[config.mk]
export PLATFORM = sky130hd
export DESIGN_NAME = decodePipe
export DESIGN_NICKNAME = d
export VERILOG_FILES = /design/src/logic/decodePkg.sv /design/src/logic/opIf.sv /design/src/logic/fieldIf.sv /design/src/logic/decodePipe.sv /design/src/logic/opFinalize.sv /design/src/logic/operandGen.sv /design/src/logic/fieldExtract.sv
export SDC_FILE = /design/constraint.sdc
export NUM_CORES = 1
export LEC_CHECK = 0
export BUFFER_PORTS_ARGS = -buffer_cell sky130_fd_sc_hd__buf_4
export CAP_MARGIN = 5
export CORE_MARGIN = 5
export CORE_UTILIZATION = 30
export DETAILED_ROUTE_END_ITERATION = 8
export HOLD_SLACK_MARGIN = 0.15
export PLACE_DENSITY = 0.59
export SETUP_SLACK_MARGIN = 0.3
export SLEW_MARGIN = 10
export SYNTH_ARGS = -nofsm -noshare
export SYNTH_HDL_FRONTEND = slang
export SYNTH_SLANG_ARGS = --single-unit
[constraint.sdc]
create_clock -name clk -period 2.6 [get_ports clk]
set_input_delay 0.26 -clock clk [delete_from_list [all_inputs] [get_ports clk]]
set_output_delay 0.26 -clock clk [all_outputs]
set_load 0.1 [all_outputs]
[src/logic/decodePkg.sv]
//////////////////////////////
// RV32I decode pipe shared types
// Instruction fields, opcodes, op classes and kinds
// ALU, condition and memory access encodings
//////////////////////////////
`default_nettype none

package decodePkg;

    typedef logic [31:0] InsnWord;
    typedef logic [4:0] RegNum;
    typedef logic [31:0] ImmValue;

    // Major opcodes of the supported subset
    typedef enum logic [6:0] {
        LOAD   = 7'b0000011,
        STORE  = 7'b0100011,
        BRANCH = 7'b1100011,
        JALR   = 7'b1100111,
        JAL    = 7'b1101111,
        OP_IMM = 7'b0010011,
        OP     = 7'b0110011,
        AUIPC  = 7'b0010111,
        LUI    = 7'b0110111
    } OpCode;

    typedef enum logic [3:0] {
        CLS_ALU_REG,
        CLS_ALU_IMM,
        CLS_LUI,
        CLS_AUIPC,
        CLS_JAL,
        CLS_JALR,
        CLS_BRANCH,
        CLS_LOAD,
        CLS_STORE,
        CLS_UNDEF
    } OpClass;

    typedef enum logic [2:0] {
        KIND_ALU,
        KIND_SHIFT,
        KIND_BR,
        KIND_RIJ,
        KIND_LOAD,
        KIND_STORE,
        KIND_ILLEGAL,
        KIND_VIOLATION
    } OpKind;

    // Shift direction is part of the ALU code
    typedef enum logic [3:0] {
        ADD, SUB, SLT, SLTU, XOR, OR, AND, SLL, SRL, SRA
    } AluCode;

    // AL is the unconditional case
    typedef enum logic [2:0] {
        EQ, NE, LT, GE, LTU, GEU, AL
    } CondCode;

    typedef enum logic [1:0] {
        OPR_REG,
        OPR_IMM,
        OPR_PC
    } OperandType;

    typedef enum logic [1:0] {
        MEM_BYTE,
        MEM_HALF,
        MEM_WORD
    } MemSize;

    typedef struct packed {
        MemSize size;
        logic   isSigned;
    } MemAccessMode;

    localparam RegNum ZERO_REGISTER = 5'd0;
    localparam RegNum LINK_REGISTER = 5'd1;

    // funct7 and funct3 values used by the decode checks
    localparam logic [6:0] FUNCT7_ZERO = 7'b0000000;
    localparam logic [6:0] FUNCT7_ALT  = 7'b0100000;
    localparam logic [2:0] F3_ADD_SUB  = 3'd0;
    localparam logic [2:0] F3_SLL      = 3'd1;
    localparam logic [2:0] F3_SRL_SRA  = 3'd5;

endpackage

`default_nettype wire
[src/logic/opIf.sv]
//////////////////////////////
// Built operation
// Stage 2 to stage 3 link
//////////////////////////////
`timescale 1ns/1ps
`default_nettype none

interface opIf;
    import decodePkg::*;

    logic valid;
    OpKind opKind;
    RegNum dstReg;
    RegNum srcRegA;
    RegNum srcRegB;
    OperandType opTypeA;
    OperandType opTypeB;
    ImmValue imm;
    AluCode aluCode;
    CondCode cond;
    MemAccessMode memMode;
    logic undefined;
    logic illegalPC;

    modport sender(output valid, opKind, dstReg, srcRegA, srcRegB, opTypeA, opTypeB,
                   imm, aluCode, cond, memMode, undefined, illegalPC);
    modport receiver(input valid, opKind, dstReg, srcRegA, srcRegB, opTypeA, opTypeB,
                     imm, aluCode, cond, memMode, undefined, illegalPC);
endinterface

`default_nettype wire

[src/logic/fieldIf.sv]
//////////////////////////////
// Extracted instruction fields
// Stage 1 to stage 2 link
//////////////////////////////
`timescale 1ns/1ps
`default_nettype none

interface fieldIf;
    import decodePkg::*;

    logic valid;
    OpClass opClass;
    RegNum rd;
    RegNum rs1;
    RegNum rs2;
    logic [2:0] funct3;
    // Instruction bit 30
    logic altFunct;
    // Instruction bits 31 down to 7
    logic [24:0] immBits;
    logic undefined;
    logic illegalPC;

    modport sender(output valid, opClass, rd, rs1, rs2, funct3, altFunct,
                   immBits, undefined, illegalPC);
    modport receiver(input valid, opClass, rd, rs1, rs2, funct3, altFunct,
                     immBits, undefined, illegalPC);
endinterface

`default_nettype wire

[src/logic/decodePipe.sv]
//////////////////////////////
// Three-stage RV32I decode pipe
//////////////////////////////
`timescale 1ns/1ps
`default_nettype none

module decodePipe (
    input  logic                     clk,
    input  logic                     rstN,
    input  logic                     insnValid,
    input  decodePkg::InsnWord       insn,
    input  logic                     illegalPC,
    output logic                     opValid,
    output decodePkg::OpKind         opKind,
    output decodePkg::RegNum         dstReg,
    output decodePkg::RegNum         srcRegA,
    output decodePkg::RegNum         srcRegB,
    output decodePkg::OperandType    opTypeA,
    output decodePkg::OperandType    opTypeB,
    output decodePkg::ImmValue       imm,
    output decodePkg::AluCode        aluCode,
    output decodePkg::CondCode       cond,
    output decodePkg::MemAccessMode  memMode,
    output logic                     writeReg,
    output logic                     writePC,
    output logic                     isRelBranch,
    output logic                     isCall,
    output logic                     isReturn
);

    fieldIf fieldBus ();
    opIf opBus ();

    fieldExtract uFieldExtract (
        .clk       (clk),
        .rstN      (rstN),
        .insnValid (insnValid),
        .insn      (insn),
        .illegalPC (illegalPC),
        .fieldOut  (fieldBus)
    );

    operandGen uOperandGen (
        .clk     (clk),
        .rstN    (rstN),
        .fieldIn (fieldBus),
        .opOut   (opBus)
    );

    opFinalize uOpFinalize (
        .clk         (clk),
        .rstN        (rstN),
        .opIn        (opBus),
        .opValid     (opValid),
        .opKind      (opKind),
        .dstReg      (dstReg),
        .srcRegA     (srcRegA),
        .srcRegB     (srcRegB),
        .opTypeA     (opTypeA),
        .opTypeB     (opTypeB),
        .imm         (imm),
        .aluCode     (aluCode),
        .cond        (cond),
        .memMode     (memMode),
        .writeReg    (writeReg),
        .writePC     (writePC),
        .isRelBranch (isRelBranch),
        .isCall      (isCall),
        .isReturn    (isReturn)
    );

endmodule

`default_nettype wire

[src/logic/opFinalize.sv]
//////////////////////////////
// Decode stage 3
// Write and control-flow flags
// Illegal and violation substitution
//////////////////////////////
`timescale 1ns/1ps
`default_nettype none

module opFinalize (
    input  logic                     clk,
    input  logic                     rstN,
    opIf.receiver                    opIn,
    output logic                     opValid,
    output decodePkg::OpKind         opKind,
    output decodePkg::RegNum         dstReg,
    output decodePkg::RegNum         srcRegA,
    output decodePkg::RegNum         srcRegB,
    output decodePkg::OperandType    opTypeA,
    output decodePkg::OperandType    opTypeB,
    output decodePkg::ImmValue       imm,
    output decodePkg::AluCode        aluCode,
    output decodePkg::CondCode       cond,
    output decodePkg::MemAccessMode  memMode,
    output logic                     writeReg,
    output logic                     writePC,
    output logic                     isRelBranch,
    output logic                     isCall,
    output logic                     isReturn
);
    import decodePkg::*;

    logic isBr;
    logic isRij;
    logic wrReg;
    logic bad;

    assign isBr = (opIn.opKind == KIND_BR);
    assign isRij = (opIn.opKind == KIND_RIJ);
    assign bad = opIn.undefined || opIn.illegalPC;

    // Branches carry dstReg zero, so only JAL writes among BR ops
    assign wrReg = (opIn.opKind inside {KIND_ALU, KIND_SHIFT, KIND_BR, KIND_RIJ, KIND_LOAD})
                   && (opIn.dstReg != ZERO_REGISTER);

    always_ff @(posedge clk) begin
        if (!rstN) begin
            opValid     <= 1'b0;
            opKind      <= KIND_ALU;
            dstReg      <= '0;
            srcRegA     <= '0;
            srcRegB     <= '0;
            opTypeA     <= OPR_REG;
            opTypeB     <= OPR_REG;
            imm         <= '0;
            aluCode     <= ADD;
            cond        <= EQ;
            memMode     <= '0;
            writeReg    <= 1'b0;
            writePC     <= 1'b0;
            isRelBranch <= 1'b0;
            isCall      <= 1'b0;
            isReturn    <= 1'b0;
        end else begin
            opValid     <= opIn.valid;
            opKind      <= bad ? (opIn.illegalPC ? KIND_VIOLATION : KIND_ILLEGAL) : opIn.opKind;
            dstReg      <= bad ? ZERO_REGISTER : opIn.dstReg;
            srcRegA     <= bad ? ZERO_REGISTER : opIn.srcRegA;
            srcRegB     <= bad ? ZERO_REGISTER : opIn.srcRegB;
            opTypeA     <= bad ? OPR_IMM : opIn.opTypeA;
            opTypeB     <= bad ? OPR_IMM : opIn.opTypeB;
            imm         <= bad ? '0 : opIn.imm;
            aluCode     <= bad ? ADD : opIn.aluCode;
            cond        <= bad ? AL : opIn.cond;
            memMode     <= bad ? '0 : opIn.memMode;
            writeReg    <= !bad && wrReg;
            writePC     <= !bad && (isBr || isRij);
            isRelBranch <= !bad && isBr;
            isCall      <= !bad && wrReg && (isBr || isRij) && (opIn.dstReg == LINK_REGISTER);
            // Return is jalr x0 through the link register
            isReturn    <= !bad && isRij && (opIn.srcRegA == LINK_REGISTER)
                           && (opIn.dstReg == ZERO_REGISTER);
        end
    end

endmodule

`default_nettype wire

[src/logic/operandGen.sv]
//////////////////////////////
// Decode stage 2
// Immediate, ALU code, condition, access mode
// Operand sources and register numbers
//////////////////////////////
`timescale 1ns/1ps
`default_nettype none

module operandGen (
    input  logic     clk,
    input  logic     rstN,
    fieldIf.receiver fieldIn,
    opIf.sender      opOut
);
    import decodePkg::*;

    logic [24:0] ib;
    logic [2:0] f3;
    logic isShift;
    ImmValue immI;
    ImmValue immS;
    ImmValue immB;
    ImmValue immU;
    ImmValue immJ;
    ImmValue immShamt;

    OpKind kind;
    RegNum dst;
    RegNum srcA;
    RegNum srcB;
    OperandType typeA;
    OperandType typeB;
    ImmValue imm;
    AluCode alu;
    CondCode cond;
    MemAccessMode memMode;

    assign ib = fieldIn.immBits;
    assign f3 = fieldIn.funct3;
    assign isShift = (f3 == F3_SLL) || (f3 == F3_SRL_SRA);

    // immBits[k] holds instruction bit k+7
    assign immI = {{20{ib[24]}}, ib[24:13]};
    assign immS = {{20{ib[24]}}, ib[24:18], ib[4:0]};
    assign immB = {{19{ib[24]}}, ib[24], ib[0], ib[23:18], ib[4:1], 1'b0};
    assign immU = {ib[24:5], 12'b0};
    assign immJ = {{11{ib[24]}}, ib[24], ib[12:5], ib[13], ib[23:14], 1'b0};
    assign immShamt = {27'b0, ib[17:13]};

    // ALU code from funct3, SUB only for the register form
    always_comb begin
        case (f3)
            3'd0: alu = (fieldIn.opClass == CLS_ALU_REG && fieldIn.altFunct) ? SUB : ADD;
            3'd1: alu = SLL;
            3'd2: alu = SLT;
            3'd3: alu = SLTU;
            3'd4: alu = XOR;
            3'd5: alu = fieldIn.altFunct ? SRA : SRL;
            3'd6: alu = OR;
            default: alu = AND;
        endcase
        if (!(fieldIn.opClass inside {CLS_ALU_REG, CLS_ALU_IMM})) begin
            alu = ADD;
        end
    end

    always_comb begin
        kind = KIND_ALU;
        dst = fieldIn.rd;
        srcA = fieldIn.rs1;
        srcB = '0;
        typeA = OPR_REG;
        typeB = OPR_IMM;
        imm = immI;
        cond = AL;
        memMode = '0;
        case (fieldIn.opClass)
            CLS_ALU_REG: begin
                kind = isShift ? KIND_SHIFT : KIND_ALU;
                srcB = fieldIn.rs2;
                typeB = OPR_REG;
                imm = '0;
            end
            CLS_ALU_IMM: begin
                kind = isShift ? KIND_SHIFT : KIND_ALU;
                imm = isShift ? immShamt : immI;
            end
            // LUI adds to register 0
            CLS_LUI: begin
                srcA = ZERO_REGISTER;
                imm = immU;
            end
            CLS_AUIPC: begin
                srcA = '0;
                typeA = OPR_PC;
                imm = immU;
            end
            CLS_JAL: begin
                kind = KIND_BR;
                srcA = '0;
                typeA = OPR_PC;
                imm = immJ;
            end
            CLS_JALR: kind = KIND_RIJ;
            CLS_BRANCH: begin
                kind = KIND_BR;
                dst = '0;
                srcB = fieldIn.rs2;
                typeB = OPR_REG;
                imm = immB;
                case (f3)
                    3'd0: cond = EQ;
                    3'd1: cond = NE;
                    3'd4: cond = LT;
                    3'd5: cond = GE;
                    3'd6: cond = LTU;
                    3'd7: cond = GEU;
                    default: cond = AL;
                endcase
            end
            CLS_LOAD, CLS_STORE: begin
                // Stores share the load size and sign decode
                memMode.size = MemSize'(f3[1:0]);
                memMode.isSigned = ~f3[2];
                if (fieldIn.opClass == CLS_STORE) begin
                    kind = KIND_STORE;
                    dst = '0;
                    srcB = fieldIn.rs2;
                    typeB = OPR_REG;
                    imm = immS;
                end else begin
                    kind = KIND_LOAD;
                end
            end
            default: begin
                kind = KIND_ILLEGAL;
                dst = '0;
                srcA = '0;
                typeA = OPR_IMM;
                imm = '0;
            end
        endcase
    end

    always_ff @(posedge clk) begin
        if (!rstN) begin
            opOut.valid     <= 1'b0;
            opOut.opKind    <= KIND_ALU;
            opOut.dstReg    <= '0;
            opOut.srcRegA   <= '0;
            opOut.srcRegB   <= '0;
            opOut.opTypeA   <= OPR_REG;
            opOut.opTypeB   <= OPR_REG;
            opOut.imm       <= '0;
            opOut.aluCode   <= ADD;
            opOut.cond      <= EQ;
            opOut.memMode   <= '0;
            opOut.undefined <= 1'b0;
            opOut.illegalPC <= 1'b0;
        end else begin
            opOut.valid     <= fieldIn.valid;
            opOut.opKind    <= kind;
            opOut.dstReg    <= dst;
            opOut.srcRegA   <= srcA;
            opOut.srcRegB   <= srcB;
            opOut.opTypeA   <= typeA;
            opOut.opTypeB   <= typeB;
            opOut.imm       <= imm;
            opOut.aluCode   <= alu;
            opOut.cond      <= cond;
            opOut.memMode   <= memMode;
            opOut.undefined <= fieldIn.undefined;
            opOut.illegalPC <= fieldIn.illegalPC;
        end
    end

endmodule

`default_nettype wire

[src/logic/fieldExtract.sv]
//////////////////////////////
// Decode stage 1
// Opcode class, field split, undefined check
//////////////////////////////
`timescale 1ns/1ps
`default_nettype none

module fieldExtract (
    input  logic               clk,
    input  logic               rstN,
    input  logic               insnValid,
    input  decodePkg::InsnWord insn,
    input  logic               illegalPC,
    fieldIf.sender             fieldOut
);
    import decodePkg::*;

    OpClass opClass;
    logic undefined;
    logic [6:0] funct7;
    logic [2:0] funct3;

    assign funct7 = insn[31:25];
    assign funct3 = insn[14:12];

    always_comb begin
        opClass = CLS_UNDEF;
        undefined = 1'b0;
        case (OpCode'(insn[6:0]))
            OP: begin
                opClass = CLS_ALU_REG;
                // Bit 30 alone only on ADD/SUB and SRL/SRA, M-extension falls out here
                if (funct7 == FUNCT7_ALT) begin
                    undefined = (funct3 != F3_ADD_SUB) && (funct3 != F3_SRL_SRA);
                end else begin
                    undefined = (funct7 != FUNCT7_ZERO);
                end
            end
            OP_IMM: begin
                opClass = CLS_ALU_IMM;
                if (funct3 == F3_SLL) begin
                    undefined = (funct7 != FUNCT7_ZERO);
                end else if (funct3 == F3_SRL_SRA) begin
                    undefined = (funct7 != FUNCT7_ZERO) && (funct7 != FUNCT7_ALT);
                end
            end
            LUI:    opClass = CLS_LUI;
            AUIPC:  opClass = CLS_AUIPC;
            JAL:    opClass = CLS_JAL;
            JALR:   opClass = CLS_JALR;
            BRANCH: begin
                opClass = CLS_BRANCH;
                undefined = (funct3 == 3'd2) || (funct3 == 3'd3);
            end
            LOAD: begin
                opClass = CLS_LOAD;
                undefined = funct3 inside {3'd3, 3'd6, 3'd7};
            end
            STORE: begin
                opClass = CLS_STORE;
                undefined = (funct3 > 3'd2);
            end
            default: undefined = 1'b1;
        endcase
    end

    always_ff @(posedge clk) begin
        if (!rstN) begin
            fieldOut.valid     <= 1'b0;
            fieldOut.opClass   <= CLS_ALU_REG;
            fieldOut.rd        <= '0;
            fieldOut.rs1       <= '0;
            fieldOut.rs2       <= '0;
            fieldOut.funct3    <= '0;
            fieldOut.altFunct  <= 1'b0;
            fieldOut.immBits   <= '0;
            fieldOut.undefined <= 1'b0;
            fieldOut.illegalPC <= 1'b0;
        end else begin
            fieldOut.valid     <= insnValid;
            fieldOut.opClass   <= opClass;
            fieldOut.rd        <= insn[11:7];
            fieldOut.rs1       <= insn[19:15];
            fieldOut.rs2       <= insn[24:20];
            fieldOut.funct3    <= funct3;
            fieldOut.altFunct  <= insn[30];
            fieldOut.immBits   <= insn[31:7];
            fieldOut.undefined <= undefined;
            fieldOut.illegalPC <= illegalPC;
        end
    end

endmodule

`default_nettype wire

==> flow_metrics.py <==
metrics = {
    "clocking": {
        "numCtsBuffers": 17,
        "cts-root-buf": "clkbuf_16",
        "clkSinkCount": 167,
        "htree_levels": 4,
        "cts_buffer_depth": 2,
        "clkTransAtPathRegs_ns": 0.06,
        "clk_latency_ns": 0.42,
        "cts_tree": "yes",
        "cts_resized": 0,
    },
    "drt": {
        "ant_nets": 0,
        "drt_iter0_markers": 168,
        "totalWireLength_um": 12100,
        "drcViolationCount": 0,
        "post_drt_wl_per_cell_um": 13.8,
        "vias_per_cell": 4.35,
        "firstDrtPassIters": 4,
        "vias": 3814,
    },
    "power_and_ir_drop": {
        "p_leak_uw": 0.00313,
        "cellPowerDensity_nw_per_um2": 766,
        "peakVddDrop_mv": 0.434,
    },
    "final_layout": {
        "finalNetCount": 675,
        "area_delta_synth_final_pct": 34.6,
        "utilization": 0.412,
        "num_antenna_cells": 0,
        "fin_cells": 877,
        "drive_gt1_frac": 0.232,
    },
    "yosys": {
        "synth.distinct_cells": 50,
        "synth_area_leader_cell": "dfxtp_1",
        "synth_area_um2": 5310,
        "synth-main-ff-cell": "dfxtp_1",
        "synthCells": 508,
        "synth_nets": 544,
        "synth.yosys.seq_area_share": 0.629,
        "yosysWarnings": 0,
        "avgSynthCellArea_um2": 10.5,
        "synth_edf_count": 0,
        "ys_top_cells_by_area": "dfxtp_1 (63%), and2_1 (12%), nor2_1 (2.8%), a21oi_1 (2.6%), nand2_1 (1.7%)",
        "yosysTopAreaCellShare": 0.629,
        "ys_async_sr_fraction": 0,
        "ys_ff_latch": 167,
    },
    "die": {
        "core_area_um2": 17400,
        "pin_count": 106,
        "row_count": 48,
        "die_y_um": 143,
        "start_util": 0.306,
        "die_w_um": 143,
        "die_area_um2": 20500,
    },
    "critical_path": {
        "worst-path-max-fanout": 11,
        "cpMostUsedCell": "dlygate4sd3_1",
        "cp_slowest_cell": "dlygate4sd3_1",
        "max_stage_delay_ns": 0.60,
        "worst-endpoint-required_ns": 2.90,
        "endpoint_kind": "flip-flop",
        "path_class": "in2reg",
        "crit_arrival_ns": 2.21,
        "startpoint_type": "primary input",
        "path_cells": "dlygate4sd3_1 -> buf_4 -> mux2_2 -> o21ai_0 -> a41oi_1 -> dlygate4sd3_1",
    },
    "timing": {
        "finalClockSkew_ns": 0.00968,
        "worst_pin_slew_ns": 0.639,
        "hold_viol_final": 0,
        "fmaxAchievable_mhz": 523,
        "setup_viol_count_final": 0,
        "holdWs_ns": 0.283,
        "layout_setup_ws_ns": 0.688,
        "period_minus_slack_ns": 1.91,
        "slew-limit-headroom": 0.573,
        "rsz0062_at_grt": "no",
        "timing.final.max_slew_violations": 0,
        "fin_tns_setup_ns": 0,
        "finalCritPeriodShare": 0.736,
    },
    "grt": {
        "grt_pass1_vias": 3922,
        "overflow": 0,
        "grt_pass1_wl_um": 19400,
        "grt_max_degree": 42,
        "track_usage": 0.123,
        "antenna_found_initial": 0,
    },
    "placement": {
        "pre_cts_ws_ns": 0.777,
        "numPortBuffers": 104,
        "dp_hpwl_um": 8720,
        "gp_congestion": 0.779,
        "placedCellCount": 812,
    },
    "worst_hold_path": {
        "holdCritPathClass": "in2reg",
    },
    "run": {
        "maxCapViolations": 0,
    },
    "status": {
        "run_status": "finished clean",
    },
}
[report_power, final]
| group | internal (µW) | switching (µW) |
|---|---|---|
| Combinational | 165 | 297 |
| Sequential | 2630 | 47.9 |
| Clock | 1330 | 1010 |
[metrics by stage]
step / total power [µW] / instance area, µm²
after detailed placement: 3170 / 6260
final: 5480 / 7150
after CTS: 5540 / 7150
after floorplan: 3030 / 5310
after global placement: 3160 / 6260
after global routing: 5700 / 7150
[cell usage after synthesis, types with 4 or more instances]
cell,count
a21o_1,11
a21oi_1,28
a22oi_1,4
a31oi_1,4
and2_1,104
and3_1,8
buf_2,7
buf_4,5
clkbuf_1,13
clkbuf_2,4
dfxtp_1,167
inv_1,9
nand2_1,24
nand2b_1,4
nand3_1,4
nand3b_1,4
nor2_1,40
nor2b_1,8
nor3_1,11
o21ai_0,11
[worst max-delay path: cells and delay by family]
kind | cells | cell delay [ns]
AO/OA/AOI/OAI | 2 | 0.33
buffers and inverters | 3 | 1.29
multiplexers | 1 | 0.34
[area by class of cell]
type                    instances  area (µm²)
inverters                       9        33.8
multi-input cells             301        1780
well taps                     225         282
repair buffers                143        1160
clock inverters                13         124
flip-flops and latches        167        3340
clock buffers                  19         433
fillers                      1647       10200
[kinds of logic (layout without fill, tap and decap cells)]
| group | Yosys count | in the layout | share of synthesized area |
|---|---|---|---|
| compound gates | 71 | 71 | 0.0826 |
| buf+inv | 40 | 184 | 0.0372 |
| mux | 2 | 2 | 0.00424 |
| other cells | 1 | 1 | 0.000706 |
| flops | 167 | 167 | 0.629 |
| simple gates | 225 | 225 | 0.243 |
| xor+xnor | 2 | 2 | 0.00330 |
[metal layers]
layer  vias up  part of all wire  global-route usage
li1       1916                 -                   -
met1      1774              0.43               0.147
met2       102              0.48               0.204
met3        22             0.065              0.0429
met4         0             0.018              0.0505
met5         -                 0                   0
[cells in the final DEF, fill, tap and decap left out, types with 2 or more instances in the layout]
cell / count
and2_1: 104
nand3_1: 4
nor2_1: 39
or4_1: 2
clkinv_2: 2
nand2_1: 24
dfxtp_1: 167
a22oi_1: 4
o21a_1: 2
buf_4: 110
and3_1: 8
clkinv_4: 4
a211oi_1: 3
o21ai_0: 11
nand4b_1: 2
clkbuf_16: 17
a21o_1: 11
clkbuf_1: 2
a21oi_1: 28
inv_6: 3
dlygate4sd3_1: 33
nor2b_1: 8
nand3b_1: 4
inv_1: 9
a31oi_1: 4
clkinvlp_4: 3
nor3b_1: 2
nand2b_1: 4
nor3_1: 11
mux2_2: 2
[worst paths after layout]
check,from,end,slack (ns),depth (start not counted)
hold / removal,insn[1],uFieldExtract.fieldOut.opClass[3],0.28,4
setup / recovery,insn[4],uFieldExtract.fieldOut.opClass[0],0.69,6
setup reg to reg,uFieldExtract.fieldOut.opClass[1],uOperandGen.opOut.imm[22],0.75,6
hold reg to reg,uOperandGen.opOut.imm[4],uOpFinalize.imm[4],0.43,1
[timing repair]
action                                 4_1_cts  5_1_grt
hold buffers                                33        0
endpoints found under the hold margin       30        0
setup endpoints to repair                    0        0
buffers inserted                             0        0
[sequential cells by signal (all words and copies together) (netlist names), 4 cells and up]
register,cells
uFieldExtract.fieldOut.opClass,4
uOpFinalize.srcRegB,5
uOperandGen.opOut.srcRegA,5
uOperandGen.opOut.dstReg,5
uOpFinalize.aluCode,4
uOpFinalize.srcRegA,5
uOperandGen.opOut.srcRegB,5
uOperandGen.opOut.imm,32
uOperandGen.opOut.aluCode,4
uOpFinalize.dstReg,5
uFieldExtract.fieldOut.immBits,25
uOpFinalize.imm,32
Note: power is estimated with default switching activity, not from simulation.
